### config.mk
export PLATFORM = sky130hd
export DESIGN_NAME = stream_gen_top
export DESIGN_NICKNAME = d
export VERILOG_FILES = /design/src/logic/stream_gen_pkg.sv /design/src/logic/stream_apb_regs.sv /design/src/logic/stream_pattern_src.sv /design/src/logic/stream_pkt_master.sv /design/src/logic/stream_gen_top.sv
export VERILOG_INCLUDE_DIRS = /design/src /design/src/logic
export SDC_FILE = /design/constraint.sdc
export NUM_CORES = 1
export LEC_CHECK = 0
export ABC_AREA = 0
export BUFFER_PORTS_ARGS = -buffer_cell sky130_fd_sc_hd__buf_2
export CORE_AREA = 2 2 142 144
export CTS_BUF_LIST = sky130_fd_sc_hd__clkbuf_2 sky130_fd_sc_hd__clkbuf_4 sky130_fd_sc_hd__clkbuf_8
export DETAILED_ROUTE_END_ITERATION = 12
export DIE_AREA = 0 0 144 146
export PLACE_DENSITY = 0.7
export SYNTH_ARGS = -nofsm -noshare
export SYNTH_HDL_FRONTEND = slang
export SYNTH_HIERARCHICAL = 1
export SYNTH_SLANG_ARGS = --single-unit
### constraint.sdc
create_clock -name M_AXIS_ACLK -period 5.11 [get_ports M_AXIS_ACLK]
set_input_delay 1.022 -clock M_AXIS_ACLK [delete_from_list [all_inputs] [get_ports M_AXIS_ACLK]]
set_output_delay 1.022 -clock M_AXIS_ACLK [all_outputs]
set_load 0.02 [all_outputs]
### src/logic/stream_gen_settings.svh
`ifndef STREAM_GEN_SETTINGS_SVH
`define STREAM_GEN_SETTINGS_SVH

// ~~~~~~~~~~~~~~~~~~~~~~~~~~~~~~~~~~~~~~
// datapath widths
`define STREAM_DATA_WIDTH      32
`define STREAM_LEN_WIDTH       8     // beats minus one.
`define STREAM_DELAY_WIDTH     16
`define STREAM_APB_ADDR_WIDTH  8

// ~~~~~~~~~~~~~~~~~~~~~~~~~~~~~~~~~~~~~~
// register byte offsets
`define STREAM_REG_CTRL        8'h00
`define STREAM_REG_LEN         8'h04
`define STREAM_REG_DELAY       8'h08
`define STREAM_REG_SEED        8'h0C
`define STREAM_REG_STATUS      8'h10

`define STREAM_LFSR_TAPS       32'h80200003  // galois feedback mask.

`endif

### src/logic/stream_gen_pkg.sv
package stream_gen_pkg;

  // ~~~~~~~~~~~~~~~~~~~~~~~~~~~~~~~~~~~~~~
  // payload pattern selection

  typedef enum logic {
    PAT_COUNT = 1'b0,  // word plus one per beat.
    PAT_LFSR  = 1'b1   // galois shift per beat.
  } pattern_mode_e;

  // ~~~~~~~~~~~~~~~~~~~~~~~~~~~~~~~~~~~~~~
  // packet generator FSM

  typedef enum logic [1:0] {
    GEN_IDLE  = 2'd0,  // waiting for start.
    GEN_DELAY = 2'd1,  // counting down the start delay.
    GEN_SEND  = 2'd2   // beats on the stream.
  } gen_state_e;

endpackage

### src/logic/stream_apb_regs.sv
`timescale 1ns/1ps
`include "stream_gen_settings.svh"

module stream_apb_regs (
  input  logic                                M_AXIS_ACLK,
  input  logic                                M_AXIS_ARESETN,
  input  logic [`STREAM_APB_ADDR_WIDTH-1:0]   paddr,
  input  logic                                psel,
  input  logic                                penable,
  input  logic                                pwrite,
  input  logic [`STREAM_DATA_WIDTH-1:0]       pwdata,
  output logic [`STREAM_DATA_WIDTH-1:0]       prdata,
  output logic                                pready,
  output logic                                pslverr,
  input  logic                                busy,
  input  logic                                pkt_done,
  output logic                                start,
  output logic [`STREAM_LEN_WIDTH-1:0]        len,
  output logic [`STREAM_DELAY_WIDTH-1:0]      delay,
  output logic [`STREAM_DATA_WIDTH-1:0]       seed,
  output stream_gen_pkg::pattern_mode_e       mode
);

  import stream_gen_pkg::*;

  logic        access;
  logic        addr_ok;
  logic        wr_en;
  logic [15:0] pkt_cnt;

  // ~~~~~~~~~~~~~~~~~~~~~~~~~~~~~~~~~~~~~~
  // access decode

  assign access = psel && penable;  // no wait states.
  assign pready = access;

  always_comb begin
    case (paddr)
      `STREAM_REG_CTRL,
      `STREAM_REG_LEN,
      `STREAM_REG_DELAY,
      `STREAM_REG_SEED,
      `STREAM_REG_STATUS: addr_ok = 1'b1;
      default:            addr_ok = 1'b0;
    endcase
  end

  // status is read only.
  assign pslverr = access && (!addr_ok || (pwrite && paddr == `STREAM_REG_STATUS));
  assign wr_en   = access && pwrite && !pslverr;

  // ~~~~~~~~~~~~~~~~~~~~~~~~~~~~~~~~~~~~~~
  // configuration and start pulse

  always_ff @(posedge M_AXIS_ACLK) begin
    if (!M_AXIS_ARESETN) begin
      start <= 1'b0;
      len   <= '0;
      delay <= '0;
      seed  <= '0;
      mode  <= PAT_COUNT;
    end else begin
      start <= wr_en && paddr == `STREAM_REG_CTRL && pwdata[0];  // one cycle.
      if (wr_en) begin
        case (paddr)
          `STREAM_REG_CTRL:  mode  <= pattern_mode_e'(pwdata[1]);
          `STREAM_REG_LEN:   len   <= pwdata[`STREAM_LEN_WIDTH-1:0];
          `STREAM_REG_DELAY: delay <= pwdata[`STREAM_DELAY_WIDTH-1:0];
          `STREAM_REG_SEED:  seed  <= pwdata;
          default: ;
        endcase
      end
    end
  end

  always_ff @(posedge M_AXIS_ACLK) begin
    if (!M_AXIS_ARESETN) begin
      pkt_cnt <= '0;
    end else if (pkt_done) begin
      pkt_cnt <= pkt_cnt + 16'd1;  // wraps.
    end
  end

  // ~~~~~~~~~~~~~~~~~~~~~~~~~~~~~~~~~~~~~~
  // read mux

  always_comb begin
    prdata = '0;
    if (access && !pwrite) begin
      case (paddr)
        `STREAM_REG_CTRL:   prdata = {30'd0, mode, 1'b0};  // start reads 0.
        `STREAM_REG_LEN:    prdata = {{(`STREAM_DATA_WIDTH-`STREAM_LEN_WIDTH){1'b0}}, len};
        `STREAM_REG_DELAY:  prdata = {{(`STREAM_DATA_WIDTH-`STREAM_DELAY_WIDTH){1'b0}}, delay};
        `STREAM_REG_SEED:   prdata = seed;
        `STREAM_REG_STATUS: prdata = {pkt_cnt, 15'd0, busy};
        default:            prdata = '0;
      endcase
    end
  end

  a_start_pulse: assert property (
    @(posedge M_AXIS_ACLK) disable iff (!M_AXIS_ARESETN)
    start |=> !start
  );

endmodule

### src/logic/stream_pattern_src.sv
`timescale 1ns/1ps
`include "stream_gen_settings.svh"

module stream_pattern_src (
  input  logic                             M_AXIS_ACLK,
  input  logic                             M_AXIS_ARESETN,
  input  logic                             load,
  input  logic                             next,
  input  logic [`STREAM_DATA_WIDTH-1:0]    seed,
  input  stream_gen_pkg::pattern_mode_e    mode,
  output logic [`STREAM_DATA_WIDTH-1:0]    value
);

  import stream_gen_pkg::*;

  pattern_mode_e                 mode_q;
  logic [`STREAM_DATA_WIDTH-1:0] step;

  // ~~~~~~~~~~~~~~~~~~~~~~~~~~~~~~~~~~~~~~
  // next word

  always_comb begin
    if (mode_q == PAT_LFSR) begin
      // shift right, fold the dropped bit back through the taps.
      step = (value >> 1) ^ (value[0] ? `STREAM_LFSR_TAPS : '0);
    end else begin
      step = value + 1'b1;  // mod 2**32.
    end
  end

  always_ff @(posedge M_AXIS_ACLK) begin
    if (!M_AXIS_ARESETN) begin
      mode_q <= PAT_COUNT;
    end else if (load) begin
      mode_q <= mode;  // held for the whole packet.
    end
  end

  always_ff @(posedge M_AXIS_ACLK) begin
    if (load) begin
      value <= seed;
    end else if (next) begin
      value <= step;
    end
  end

  a_load_next_excl: assert property (
    @(posedge M_AXIS_ACLK) disable iff (!M_AXIS_ARESETN)
    !(load && next)
  );

endmodule

### src/logic/stream_pkt_master.sv
`timescale 1ns/1ps
`include "stream_gen_settings.svh"

module stream_pkt_master (
  input  logic                                M_AXIS_ACLK,
  input  logic                                M_AXIS_ARESETN,
  input  logic                                start,
  input  logic [`STREAM_LEN_WIDTH-1:0]        len,
  input  logic [`STREAM_DELAY_WIDTH-1:0]      delay,
  output logic                                busy,
  output logic                                pkt_done,
  output logic                                load,
  output logic                                next,
  input  logic [`STREAM_DATA_WIDTH-1:0]       value,
  output logic                                M_AXIS_TVALID,
  output logic [`STREAM_DATA_WIDTH-1:0]       M_AXIS_TDATA,
  output logic [`STREAM_DATA_WIDTH/8-1:0]     M_AXIS_TSTRB,
  output logic                                M_AXIS_TLAST,
  input  logic                                M_AXIS_TREADY
);

  import stream_gen_pkg::*;

  gen_state_e                     state_q;
  logic [`STREAM_DELAY_WIDTH-1:0] delay_cnt;
  logic [`STREAM_LEN_WIDTH-1:0]   beat_cnt;
  logic [`STREAM_LEN_WIDTH-1:0]   len_q;
  logic                           accept;
  logic                           fill;

  // ~~~~~~~~~~~~~~~~~~~~~~~~~~~~~~~~~~~~~~
  // handshake and output register control

  assign accept = M_AXIS_TVALID && M_AXIS_TREADY;

  // the first beat is fetched as the delay runs out, so tvalid
  // rises together with the move into GEN_SEND.
  assign fill = (state_q == GEN_DELAY && delay_cnt == '0) ||
                (state_q == GEN_SEND && (!M_AXIS_TVALID || M_AXIS_TREADY) && !M_AXIS_TLAST);

  assign load     = start && state_q == GEN_IDLE;  // start while busy is dropped.
  assign next     = fill;
  assign pkt_done = accept && M_AXIS_TLAST;
  assign busy     = state_q != GEN_IDLE;

  assign M_AXIS_TSTRB = '1;

  // ~~~~~~~~~~~~~~~~~~~~~~~~~~~~~~~~~~~~~~
  // FSM and counters

  always_ff @(posedge M_AXIS_ACLK) begin
    if (!M_AXIS_ARESETN) begin
      state_q       <= GEN_IDLE;
      delay_cnt     <= '0;
      beat_cnt      <= '0;
      len_q         <= '0;
      M_AXIS_TVALID <= 1'b0;
      M_AXIS_TLAST  <= 1'b0;
    end else begin
      case (state_q)
        GEN_IDLE: begin
          if (start) begin
            state_q   <= GEN_DELAY;
            delay_cnt <= delay;
            len_q     <= len;  // captured at start.
            beat_cnt  <= '0;
          end
        end
        GEN_DELAY: begin
          if (delay_cnt == '0) begin
            state_q <= GEN_SEND;
          end else begin
            delay_cnt <= delay_cnt - 1'b1;
          end
        end
        GEN_SEND: begin
          if (pkt_done) begin
            state_q <= GEN_IDLE;
          end
        end
        default: state_q <= GEN_IDLE;
      endcase

      if (fill) begin
        M_AXIS_TVALID <= 1'b1;
        M_AXIS_TLAST  <= beat_cnt == len_q;  // last beat is index len.
        beat_cnt      <= beat_cnt + 1'b1;
      end else if (accept) begin
        M_AXIS_TVALID <= 1'b0;
        M_AXIS_TLAST  <= 1'b0;
      end
    end
  end

  always_ff @(posedge M_AXIS_ACLK) begin
    if (fill) begin
      M_AXIS_TDATA <= value;
    end
  end

  a_hold_on_stall: assert property (
    @(posedge M_AXIS_ACLK) disable iff (!M_AXIS_ARESETN)
    (M_AXIS_TVALID && !M_AXIS_TREADY) |=>
      (M_AXIS_TVALID && $stable(M_AXIS_TDATA) && $stable(M_AXIS_TLAST))
  );

  a_valid_in_send: assert property (
    @(posedge M_AXIS_ACLK) disable iff (!M_AXIS_ARESETN)
    M_AXIS_TVALID |-> state_q == GEN_SEND
  );

endmodule

### src/logic/stream_gen_top.sv
`timescale 1ns/1ps
`include "stream_gen_settings.svh"

module stream_gen_top (
  input  logic                                M_AXIS_ACLK,
  input  logic                                M_AXIS_ARESETN,
  input  logic [`STREAM_APB_ADDR_WIDTH-1:0]   paddr,
  input  logic                                psel,
  input  logic                                penable,
  input  logic                                pwrite,
  input  logic [`STREAM_DATA_WIDTH-1:0]       pwdata,
  output logic [`STREAM_DATA_WIDTH-1:0]       prdata,
  output logic                                pready,
  output logic                                pslverr,
  output logic                                M_AXIS_TVALID,
  output logic [`STREAM_DATA_WIDTH-1:0]       M_AXIS_TDATA,
  output logic [`STREAM_DATA_WIDTH/8-1:0]     M_AXIS_TSTRB,
  output logic                                M_AXIS_TLAST,
  input  logic                                M_AXIS_TREADY
);

  import stream_gen_pkg::*;

  logic                           start;
  logic [`STREAM_LEN_WIDTH-1:0]   len;
  logic [`STREAM_DELAY_WIDTH-1:0] delay;
  logic [`STREAM_DATA_WIDTH-1:0]  seed;
  pattern_mode_e                  mode;
  logic                           busy;
  logic                           pkt_done;
  logic                           load;
  logic                           next;
  logic [`STREAM_DATA_WIDTH-1:0]  value;

  stream_apb_regs regs_i (
    .M_AXIS_ACLK, .M_AXIS_ARESETN,
    .paddr, .psel, .penable, .pwrite, .pwdata,
    .prdata, .pready, .pslverr,
    .busy, .pkt_done,
    .start, .len, .delay, .seed, .mode
  );

  stream_pattern_src pat_i (
    .M_AXIS_ACLK, .M_AXIS_ARESETN,
    .load, .next, .seed, .mode, .value
  );

  stream_pkt_master mst_i (
    .M_AXIS_ACLK, .M_AXIS_ARESETN,
    .start, .len, .delay,
    .busy, .pkt_done,
    .load, .next, .value,
    .M_AXIS_TVALID, .M_AXIS_TDATA, .M_AXIS_TSTRB, .M_AXIS_TLAST,
    .M_AXIS_TREADY
  );

endmodule

### Yosys cells after proc, flatten, opt, wreduce, memory -nomap -nowiden

Cells that the tools add are included.

| operators by class | value |
|---|---|
| add/sub/neg operators | 4 |
| multiply operators | 0 |
| div/mod/pow operators | 0 |
| magnitude comparators | 0 |
| equality and inequality tests | 11 |
| shift-type cells | 0 |
| muxes and demuxes | 20 |
| bitwise operators | 1 |
| reduce and logical (&&, ||, !) cells | 40 |

Operator list:

| cell | number |
|---|---|
| $mux W32 | 5 |
| $pmux W32 S5 | 1 |
| $add A32 B1 Y32 const B | 1 |
| $mux W16 | 2 |
| $pmux W16 S2 | 1 |
| $xor A31 B32 Y32 | 1 |
| $mux W8 | 3 |
| $add A16 B1 Y16 const B | 1 |
| $eq A8 B4 Y1 const B | 2 |
| $logic_not A16 Y1 | 1 |
| $sub A16 B1 Y16 const B | 1 |
| $logic_and A1 B1 Y1 | 14 |
| $reduce_and A2 Y1 | 6 |
| $reduce_bool A2 Y1 | 6 |
| $add A8 B1 Y8 const B | 1 |
| $eq A8 B3 Y1 const B | 1 |
| $eq A8 B5 Y1 const B | 1 |
| $eq A8 B8 Y1 | 1 |
| $logic_not A8 Y1 | 1 |
| $mux W2 | 3 |
| $ne A2 B2 Y1 const B | 3 |
| $pmux W2 S3 | 1 |
| $reduce_and A3 Y1 | 2 |
| $logic_not A1 Y1 | 5 |
| other kinds (7) | 12 |

| word-level totals | value |
|---|---|
| register bits after elaboration | 175 |
| latch bits | 0 |
| memory bits (writable) | 0 |
| bits in read-only memories | 0 |
| input bits | 46 |
| logic and storage cells | 91 |
| memories | 0 |

### Logic depth before layout (Yosys ltp)

Gate-level depths: netlist of the first run.

| logic depth | value |
|---|---|
| depth after elaboration | 10 |
| mapped depth | 9 |

### By module

The synthesis of the first run kept the hierarchy.

By module, submodules not included:

| module | times used | cells each | area an instance (µm²) | sequential area each (µm²) |
|---|---|---|---|---|
| stream_apb_regs | 1 | 421 | 3438.3 | 1481.4 |
| stream_pkt_master | 1 | 300 | 2976.6 | 1681.6 |
| stream_pattern_src | 1 | 232 | 2225.9 | 980.9 |

### Worst setup path after synthesis of the first run

No wires, ideal clock.

| timing | value |
|---|---|
| path type | input -> output |
| from | in paddr[5] |
| to | out prdata[2] |
| arrival time | 2521 ps |
| path slack | 1567 ps |
| cell stages on the path | 5 |
| path buffers | 2 |
| cell sequence | or4_4 > buf_6 > or4_1 > buf_2 > nor2_1 |

| between the ends | value |
|---|---|
| longest elaborated chain between the ends | 3 |

RTL lines:

| what | line | source |
|---|---|---|
| start: declaration | stream_gen_top.sv:7 | `` input logic [`STREAM_APB_ADDR_WIDTH-1:0] paddr, `` |
| $eq A8 B5 Y1 (tied with other cells) | stream_apb_regs.sv:90 | `case (paddr)` |
| $pmux W32 S5 (*) | stream_apb_regs.sv:90 |  |
| $mux W32 (*) | stream_apb_regs.sv:89 | `if (access && !pwrite) begin` |
| end: declaration | stream_gen_top.sv:12 | `` output logic [`STREAM_DATA_WIDTH-1:0] prdata, `` |

Mark *: on every way between the ends. The rest lies on a longest branch, timed or not.

### Worst setup path in the final report of the first run

| timing | value |
|---|---|
| from | in paddr[5] |
| to | out prdata[13] |

Same word-level chain as after synthesis.

==> summary.txt, run 1 <==
Final Slew Violations: 0
DR DRC count: 0
P_leak: 3.51 nW
CTS clk-pin slew, worst paths: 0.08 ns
first-pass GRT wire length: 35.7 mm
top cell type's share of synthesized area: 25.7%
CP startpoint kind: input pin
headroom to the max-slew limit: 26.7%
CTS Buffer Depth: 2
combinational share of power: 2.7%
Ant. Diodes: 0
Post-synth ARST share: 0%
via count: 7309
Clock power frac: 42.3%
synth cell count leaders: dfxtp_1, nand2_1, nand3_1
DIE WIDTH: 144 µm
# rows: 51
Tcrit/Tclk final: 78.4%
FMAX: 0.250 GHz
Worst EP required: 4.09 ns
Sw Ratio: 21.6%
Synth Instances: 953
cts repair resizes: 0
data arrival time of the critical path: 2.98 ns
Die Ht: 146 µm
starting density of the core: 44.7%
switching pwr: 561 µW
routability cong.: 0.898
P_int: 2.04 mW
critical path class: input pin to output port
vias in the first global route: 6593
CTS tree: yes
Critical-path top delay cell: nor3_4
wire length per cell: 17.0 µm
sequential cell area fraction in the yosys report: 48.0%
layout cell share with drive strength beyond 1: 17.7%
Setup violations, final: 0
HPWL Detailed: 15.4 mm
status: finished clean
RSZ-0062 raised after global routing: no
worst-path maximum fanout: 24
Yosys Warn Count: 6
Port Buffers: 113
maximum vdd drop: 0.000153 V
gr usage total: 21.4%
Final Critical Period: 4.00 ns
Yosys reg bits: 175
Slew @ Worst Pin: 1.10 ns
total CTS buffers: 17
setup TNS: 0 ns
Hold Violations, Final: 0
area occupied by multi-input gates: 0.00413 mm²
post-synthesis cell area: 0.00864 mm²
post-CTS setup buffers: 0
Reg power frac: 55.0%
Critical Path End Type: output port
initial antenna violation count: 0
io pins: 118
Bufs and invs on worst path: 2
clock root buffer: clkbuf_8
number of routed nets with antenna violations: 0
hold_ws: 0.472 ns
GRT overflow: 0
clock latency on the worst-skew pair: 0.47 ns
Final Util: 50.5%
DR vias/cell: 5.61
number of fill cells: 1814
CTS Hold Bufs: 0
Post-Route WL: 22.1 mm
Post-synth EDFFs: 64
cell with the most instances after synthesis: dfxtp_1
register area: 0.00414 mm²
mean post-synth cell area: 9.07 µm²
flop2flop setup slack: 1.62 ns
Area growth, synth to finish: 12.9%
final net count: 1075
DR pass1 iterations: 5
Max-cap violations: 0
Layout Skew: 0.0139 ns
power per cell area: 267 mW/mm²
Iteration-0 DRC Markers: 753
top_reg_cell synth: dfxtp_1
Hold Path Class: flop to flop
slowest stage delay, CP: 0.70 ns
die area: 0.0210 mm²
CP top delay family: simple AND/OR/NAND/NOR gates
most numerous cell on the critical path: buf_2
post-synth top area cell: dfxtp_1
worst-path cell chain: buf_2, or4_4, nor3_4, a22oi_1, nor2_1, buf_2
H-tree Lvls: 4
largest net degree at the start of global routing: 75
Synth cell types: 65
core area: 0.0193 mm²
largest cells by area after synthesis: dfxtp_1, edfxtp_1, nand3_1
total clock sinks: 175
-- flip-flops by register name, indices dropped and copies added (netlist names), 2 cells and up --
name,cells
mst_i/M_AXIS_TDATA,32
mst_i/beat_cnt,8
mst_i/delay_cnt,16
mst_i/len_q,8
mst_i/state_q,2
pat_i/value,32
regs_i/delay,16
regs_i/len,8
regs_i/pkt_cnt,16
regs_i/seed,32
-- power by group through the flow --
stage	sequential [mW]	combinational [mW]	clock [mW]
floorplan	1.46	0.0425	0
global placement	1.46	0.0692	0
detailed placement	1.46	0.0701	0
CTS	1.43	0.0705	1.11
global route	1.43	0.0784	1.18
finish	1.43	0.0706	1.10
-- per-stage QoR --
step | std cells | area [µm²] | setup WS, ns | total power, mW
detailed placement | 1271 | 9300 | 1.11 | 1.53
finish | 1303 | 9760 | 1.11 | 2.60
global route | 1303 | 9760 | 0.958 | 2.69
floorplan | 956 | 8650 | 1.57 | 1.51
global placement | 1271 | 9300 | 1.16 | 1.53
CTS | 1303 | 9760 | 1.12 | 2.62
-- final timing paths --
check,cells after the start,from,endpoint
setup / recovery,6,paddr[5],prdata[13]
setup reg to reg,7,mst_i/state_q[0]$_SDFFE_PN0P_,pat_i/value[13]$_DFFE_PP_
hold / removal,2,mst_i/len_q[7]$_SDFFE_PN0P_,mst_i/len_q[7]$_SDFFE_PN0P_
hold reg to reg,2,mst_i/len_q[7]$_SDFFE_PN0P_,mst_i/len_q[7]$_SDFFE_PN0P_
-- layout by cell type, fill, tap and decap left out, types with 5 or more instances in the layout --
master     netlist  final
a21oi_1         42     42
a22oi_1         51     51
a31oi_1         10     10
and2_1          15     15
and3_1           5      5
buf_2            8    112
buf_4            4     10
bufinv_16        0      5
clkbuf_8         0     17
dfxtp_1        111    111
edfxtp_1        64     64
inv_1           14     14
mux2_2           9      9
mux2i_1         14     14
nand2_1        110    110
nand2b_1         7      7
nand3_1         86     86
nand4_1         11     11
nor2_1          64     64
nor2b_1          7      7
nor3_1          16     16
nor4_1          21     21
o21ai_0         77     77
o21ai_1          9      9
o22ai_1          8      8
o31ai_1          6      6
or2_2            7      7
or3_1            8      8
xnor2_1         31     31
xor2_1          21     21
-- cell type report --
class,instances,share of cell area [%]
well taps,265,3.40
clock inverters,14,2.19
clock buffers,18,2.47
multi-input cells,694,42.4
flip-flops and latches,175,42.5
repair buffers,122,6.51
inverters,15,0.577
-- logic make-up (layout without fill, tap and decap cells) --
group	after synthesis	after routing	share of synthesized area (%)
adders and majority gates	4	4	0.579
DFF	175	175	48.0
buffers and inverters	87	169	4.33
other	1	4	0.0434
and+or+nand+nor	383	383	23.0
muxes	23	23	2.79
AOI/OAI and AO/OA	228	228	16.1
xor gates and xnor gates	52	52	5.27
-- tightest hold or removal path, stage by stage (launching register included) --
cell and delay, ns:
dfxtp_1 0.32, nand2_1 0.05, a21oi_1 0.05
-- layer usage --
layer / part of all wire, % / global-route usage (%) / wire length, µm / up-vias
met4: 1.3 / 6.27 / 291 / 0
li1: - / - / - / 3591
met3: 6.5 / 4.57 / 1440 / 22
met5: 0 / 0 / 0 / -
met1: 47 / 31.4 / 10500 / 3455
met2: 45 / 31.9 / 9910 / 241
Power figures use the tool's default switching activity.
==> run 2: changes to the inputs <==
--- a/config.mk
+++ b/config.mk
@@ -12,7 +12,7 @@
 export CTS_BUF_LIST = sky130_fd_sc_hd__clkbuf_2 sky130_fd_sc_hd__clkbuf_4 sky130_fd_sc_hd__clkbuf_8
 export DETAILED_ROUTE_END_ITERATION = 12
 export DIE_AREA = 0 0 144 146
-export PLACE_DENSITY = 0.7
+export PLACE_DENSITY = 0.73
 export SYNTH_ARGS = -nofsm -noshare
 export SYNTH_HDL_FRONTEND = slang
 export SYNTH_HIERARCHICAL = 1
==> constraint.sdc (replaced) <==
create_clock -name M_AXIS_ACLK -period 3.55 [get_ports M_AXIS_ACLK]
set_input_delay 0.71 -clock M_AXIS_ACLK [delete_from_list [all_inputs] [get_ports M_AXIS_ACLK]]
set_output_delay 0.71 -clock M_AXIS_ACLK [all_outputs]
set_load 0.02 [all_outputs]
==> summary.txt, run 2 (synthesis results as in run 1) <==
number of routed nets with antenna violations: 0
maximum vdd drop: 0.000246 V
core area: 0.0193 mm²
Final Critical Period: 3.11 ns
GRT overflow: 0
status: finished clean
FMAX: 0.321 GHz
Worst EP required: 2.84 ns
H-tree Lvls: 4
starting density of the core: 44.7%
post-CTS setup buffers: 0
critical path class: input pin to output port
power per cell area: 356 mW/mm²
Slew @ Worst Pin: 0.894 ns
top flop regs: mst_i/M_AXIS_TDATA: 32 flops, pat_i/value: 32 flops, regs_i/seed: 32 flops
most frequent cells in the layout: buf_2, dfxtp_1, nand2_1, nand3_1, o21ai_0
setup TNS: 0 ns
Tcrit/Tclk final: 87.6%
headroom to the max-slew limit: 40.3%
Hold Violations, Final: 0
CP top delay family: simple AND/OR/NAND/NOR gates
Iteration-0 DRC Markers: 704
routability cong.: 0.904
initial antenna violation count: 3
first-pass GRT wire length: 35.8 mm
io pins: 118
clock root buffer: clkbuf_8
worst-path cell chain: buf_2, or4_4, or4_1, nor2_1, buf_2
met2 GRT Util: 32.5%
CP startpoint kind: input pin
GR Util met3: 3.42%
clock latency on the worst-skew pair: 0.47 ns
worst-path maximum fanout: 6
final net count: 1086
DIE WIDTH: 144 µm
Layout Skew: 0.0130 ns
Setup violations, final: 0
CTS tree: yes
Critical-path top delay cell: or4_1
Bufs and invs on worst path: 2
Critical Path End Type: output port
slowest stage delay, CP: 0.62 ns
Post-Route WL: 22.4 mm
CTS Hold Bufs: 0
Area growth, synth to finish: 13.3%
HPWL Detailed: 15.8 mm
total CTS buffers: 17
via count: 7473
Final Util: 50.7%
most numerous cell on the critical path: buf_2
hold_ws: 0.469 ns
GRT met1 Usage: 30.8%
Max-cap violations: 0
cts repair resizes: 0
power after layout: 3.49 mW
die area: 0.0210 mm²
vias in the first global route: 6918
gr usage total: 21.4%
P_leak: 3.54 nW
data arrival time of the critical path: 2.40 ns
CTS Buffer Depth: 2
total clock sinks: 175
Setup WS post-layout: 0.439 ns
wire length per cell: 17.0 µm
largest net degree at the start of global routing: 65
pre-CTS WS: 0.454 ns
Hold Path Class: flop to flop
Final Slew Violations: 0
layout cell share with drive strength beyond 1: 18.6%
RSZ-0062 raised after global routing: no
Port Buffers: 113
leading cell type in the layout, fill and taps excluded: buf_2
DR pass1 iterations: 5
grt peak-use layer: met2
# rows: 51
Die Ht: 146 µm
DR DRC count: 0
CTS clk-pin slew, worst paths: 0.08 ns
DR vias/cell: 5.67
run 2: path summary, 6_finish.rpt:
check                                                     start                              to  slack (ns)  cells past startpoint
worst max-delay path                                   paddr[5]                       prdata[2]        0.44                      5
worst min-delay path                mst_i/len_q[7]$_SDFFE_PN0P_     mst_i/len_q[7]$_SDFFE_PN0P_        0.47                      2
worst max register to register  mst_i/delay_cnt[0]$_SDFFE_PN0P_  mst_i/beat_cnt[2]$_SDFFE_PN0P_        1.06                      9
worst min register to register      mst_i/len_q[7]$_SDFFE_PN0P_     mst_i/len_q[7]$_SDFFE_PN0P_        0.47                      2
run 2: layout make-up:
class | instances | area, µm²
clock inverters | 12 | 110
flip-flops and latches | 175 | 4140
fillers | 1827 | 9540
repair buffers | 133 | 743
inverters | 15 | 56.3
multi-input cells | 694 | 4130
diodes | 3 | 7.51
clock buffers | 20 | 267
well taps | 265 | 332
run 2: per-layer routing:
| layer | vias up | share of wire, % |
|---|---|---|
| met5 | - | 0 |
| met4 | 0 | 2.1 |
| met3 | 35 | 7.0 |
| met2 | 262 | 45 |
| met1 | 3554 | 46 |
| li1 | 3622 | - |
run 2: where the power goes:
part           internal (mW)  total, mW  leakage (nW)  switching, mW
logic                 0.0328      0.103          1.88         0.0703
clock network          0.598       1.32         0.198          0.723
registers               2.06       2.06          1.47       0.000417
total                   2.69       3.49          3.54          0.793
run 2: tightest hold or removal path, cell delays in order, from the launching register on:
cell,delay [ns]
dfxtp_1,0.32
nand2_1,0.05
a21oi_1,0.05
run 2: per-stage QoR:
stage	std cells	cell area (µm²)
finish	1317	9790
global placement	1282	9410
detailed placement	1282	9410
floorplan	956	8650
global route	1317	9790
CTS	1314	9790
==> run 3: changes to the inputs <==
--- a/config.mk
+++ b/config.mk
@@ -10,9 +10,11 @@
 export BUFFER_PORTS_ARGS = -buffer_cell sky130_fd_sc_hd__buf_2
 export CORE_AREA = 2 2 142 144
 export CTS_BUF_LIST = sky130_fd_sc_hd__clkbuf_2 sky130_fd_sc_hd__clkbuf_4 sky130_fd_sc_hd__clkbuf_8
+export CTS_CLUSTER_DIAMETER = 50
 export DETAILED_ROUTE_END_ITERATION = 12
 export DIE_AREA = 0 0 144 146
 export PLACE_DENSITY = 0.73
+export SLEW_MARGIN = 0
 export SYNTH_ARGS = -nofsm -noshare
 export SYNTH_HDL_FRONTEND = slang
 export SYNTH_HIERARCHICAL = 1
==> constraint.sdc (replaced) <==
create_clock -name M_AXIS_ACLK -period 2.55 [get_ports M_AXIS_ACLK]
set_input_delay 0.51 -clock M_AXIS_ACLK [delete_from_list [all_inputs] [get_ports M_AXIS_ACLK]]
set_output_delay 0.51 -clock M_AXIS_ACLK [all_outputs]
set_load 0.02 [all_outputs]
==> summary.txt, run 3 (synthesis results as in run 1) <==
Hold Path Origin: pwdata[27]
Layout Skew: 0.0135 ns
r2r endpoint: mst_i/beat_cnt[7]$_SDFFE_PN0P_
GRT overflow: 0
hold depth: 3
Critical Path End Type: output port
headroom to the max-slew limit: 29.6%
Non-Filler Instances: 1345
total clock sinks: 175
Die Ht: 146 µm
vias in the first global route: 6931
cells on worst reg2reg path: 8
Final Slew Violations: 0
Setup violations, final: 2
clock root buffer: clkbuf_8
P_leak: 3.74 nW
register area: 0.00414 mm²
power after layout: 5.11 mW
Hold Path Class: input pin to flop
Post-Route WL: 23.3 mm
core area: 0.0193 mm²
Post-Place Cells: 1307
routability cong.: 0.883
area occupied by multi-input gates: 0.00420 mm²
die area: 0.0210 mm²
FMAX: 0.391 GHz
Max-cap violations: 0
DR DRC count: 0
first-pass GRT wire length: 36.5 mm
via count: 7690
critical path depth in cells: 9
DR vias/cell: 5.72
maximum vdd drop: 0.000359 V
number of fill cells: 1778
wire length per cell: 17.3 µm
layout cell share with drive strength beyond 1: 22.0%
Hold EP: regs_i/seed[27]$_SDFFE_PN0P_
DR pass1 iterations: 5
Iteration-0 DRC Markers: 793
status: finished with violations
starting density of the core: 44.7%
Critical-path top delay cell: or4_4
top flop regs: mst_i/M_AXIS_TDATA: 32 flops, pat_i/value: 32 flops, regs_i/seed: 32 flops
slowest stage delay, CP: 0.54 ns
CTS tree: yes
io pins: 118
Worst EP required: 2.04 ns
gr usage total: 21.9%
Setup WS post-layout: -0.0104 ns
failing checks: setup timing
CTS clk-pin slew, worst paths: 0.09 ns
number of routed nets with antenna violations: 0
CP top delay family: simple AND/OR/NAND/NOR gates
Tcrit/Tclk final: 100%
H-tree Lvls: 4
most numerous cell on the critical path: buf_6
Area growth, synth to finish: 19.4%
total CTS buffers: 17
Slew @ Worst Pin: 1.05 ns
largest net degree at the start of global routing: 116
initial antenna violation count: 2
Hold Violations, Final: 0
data arrival time of the critical path: 2.05 ns
Bufs and invs on worst path: 5
final net count: 1116
HPWL Detailed: 16.0 mm
flop2flop setup slack: 0.18 ns
RSZ-0062 raised after global routing: yes
most frequent cells in the layout: dfxtp_1, nand2_1, nand3_1, buf_2, o21ai_0
clock latency on the worst-skew pair: 0.48 ns
Port Buffers: 113
# rows: 51
worst-path cell chain: buf_6, or4_4, buf_6, nor3_4, buf_6, clkbuf_16, a22oi_1, nor2_1, buf_4
CTS Buffer Depth: 2
CP startpoint kind: input pin
power per cell area: 495 mW/mm²
critical path class: input pin to output port
leading cell type in the layout, fill and taps excluded: dfxtp_1
worst-path maximum fanout: 12
Final Critical Period: 2.56 ns
R2R Path Start: mst_i/delay_cnt[0]$_SDFFE_PN0P_
DIE WIDTH: 144 µm
## run 3: cell count changes in the layout (fill, tap and decap cells not counted), moves of 2 or more
cell | previous run | this run
clkbuf_16 | 0 | 2
a22oi_2 | 0 | 9
buf_12 | 2 | 7
a22oi_1 | 51 | 42
bufinv_16 | 1 | 3
diode_2 | 3 | 1
buf_6 | 0 | 5
buf_4 | 19 | 69
nor2_2 | 0 | 2
buf_2 | 112 | 80
clkinv_4 | 4 | 0
nor2_1 | 64 | 62
## run 3: final cells by class
cell class	instances	share of cell area, %
Sequential cell	175	40.2
Clock buffer	20	2.61
Tap cell	265	3.21
Inverter	15	0.546
Multi-Input combinational cell	694	40.7
Clock inverter	12	1.52
Antenna cell	1	0.0242
Timing Repair Buffer	163	11.3
## run 3: where the power goes
group,switching (mW),total [mW],internal (mW)
sequential,0.000587,2.87,2.87
combinational,0.101,0.158,0.0570
clock,1.04,2.08,1.04
## run 3: repair_timing
action | in CTS | in global routing
resized for setup | 1 | 46
pin swaps | 1 | 13
setup buffers | 2 | 1
gates cloned | 0 | 2
hold buffers | 0 | 0
endpoints found under the setup margin | 10 | 26
## run 3: worst max-delay path by stage
stage | start | to | slack (ns)
3_3_place_gp | paddr[5] | prdata[1] | 0.01
5_1_grt | paddr[5] | prdata[19] | -0.06
4_1_cts | paddr[5] | prdata[4] | 0.002
3_5_place_dp | paddr[5] | prdata[1] | -0.05
6_report | paddr[5] | prdata[12] | -0.01
2_1_floorplan | mst_i/delay_cnt[0]$_SDFFE_PN0P_ | pat_i/value[0]$_DFFE_PP_ | 0.02
## run 3: through the flow
stage	setup TNS [ns]	area, µm²	setup slack [ns]	util [%]	hold WS [ns]
after floorplan	0	8670	0.0186	-	0.443
after global placement	0	9660	0.00955	50.0	0.454
after detailed placement	-0.254	9660	-0.0493	50.0	0.458
after CTS	0	10100	0.00195	52.3	0.260
after global routing	-0.774	10300	-0.0642	53.4	0.286
final	-0.0122	10300	-0.0104	53.4	0.272
## run 3: routing by layer
layer	wire, µm	part of all wire [%]	GRT usage [%]	vias to the layer above
met5	8	0.034	0	-
li1	-	-	-	3686
met2	10600	46	33.6	308
met1	10200	44	30.9	3645
met3	1910	8.2	4.15	49
met4	554	2.4	7.50	2
## run 3: worst reg2reg max path, delay by kind of cell, from the launching register on
kind	cells	cell delay, ns
buf+inv	2	0.27
flops	1	0.35
simple gates	3	1.21
fa+ha+maj	1	0.17
compound gates	2	0.30
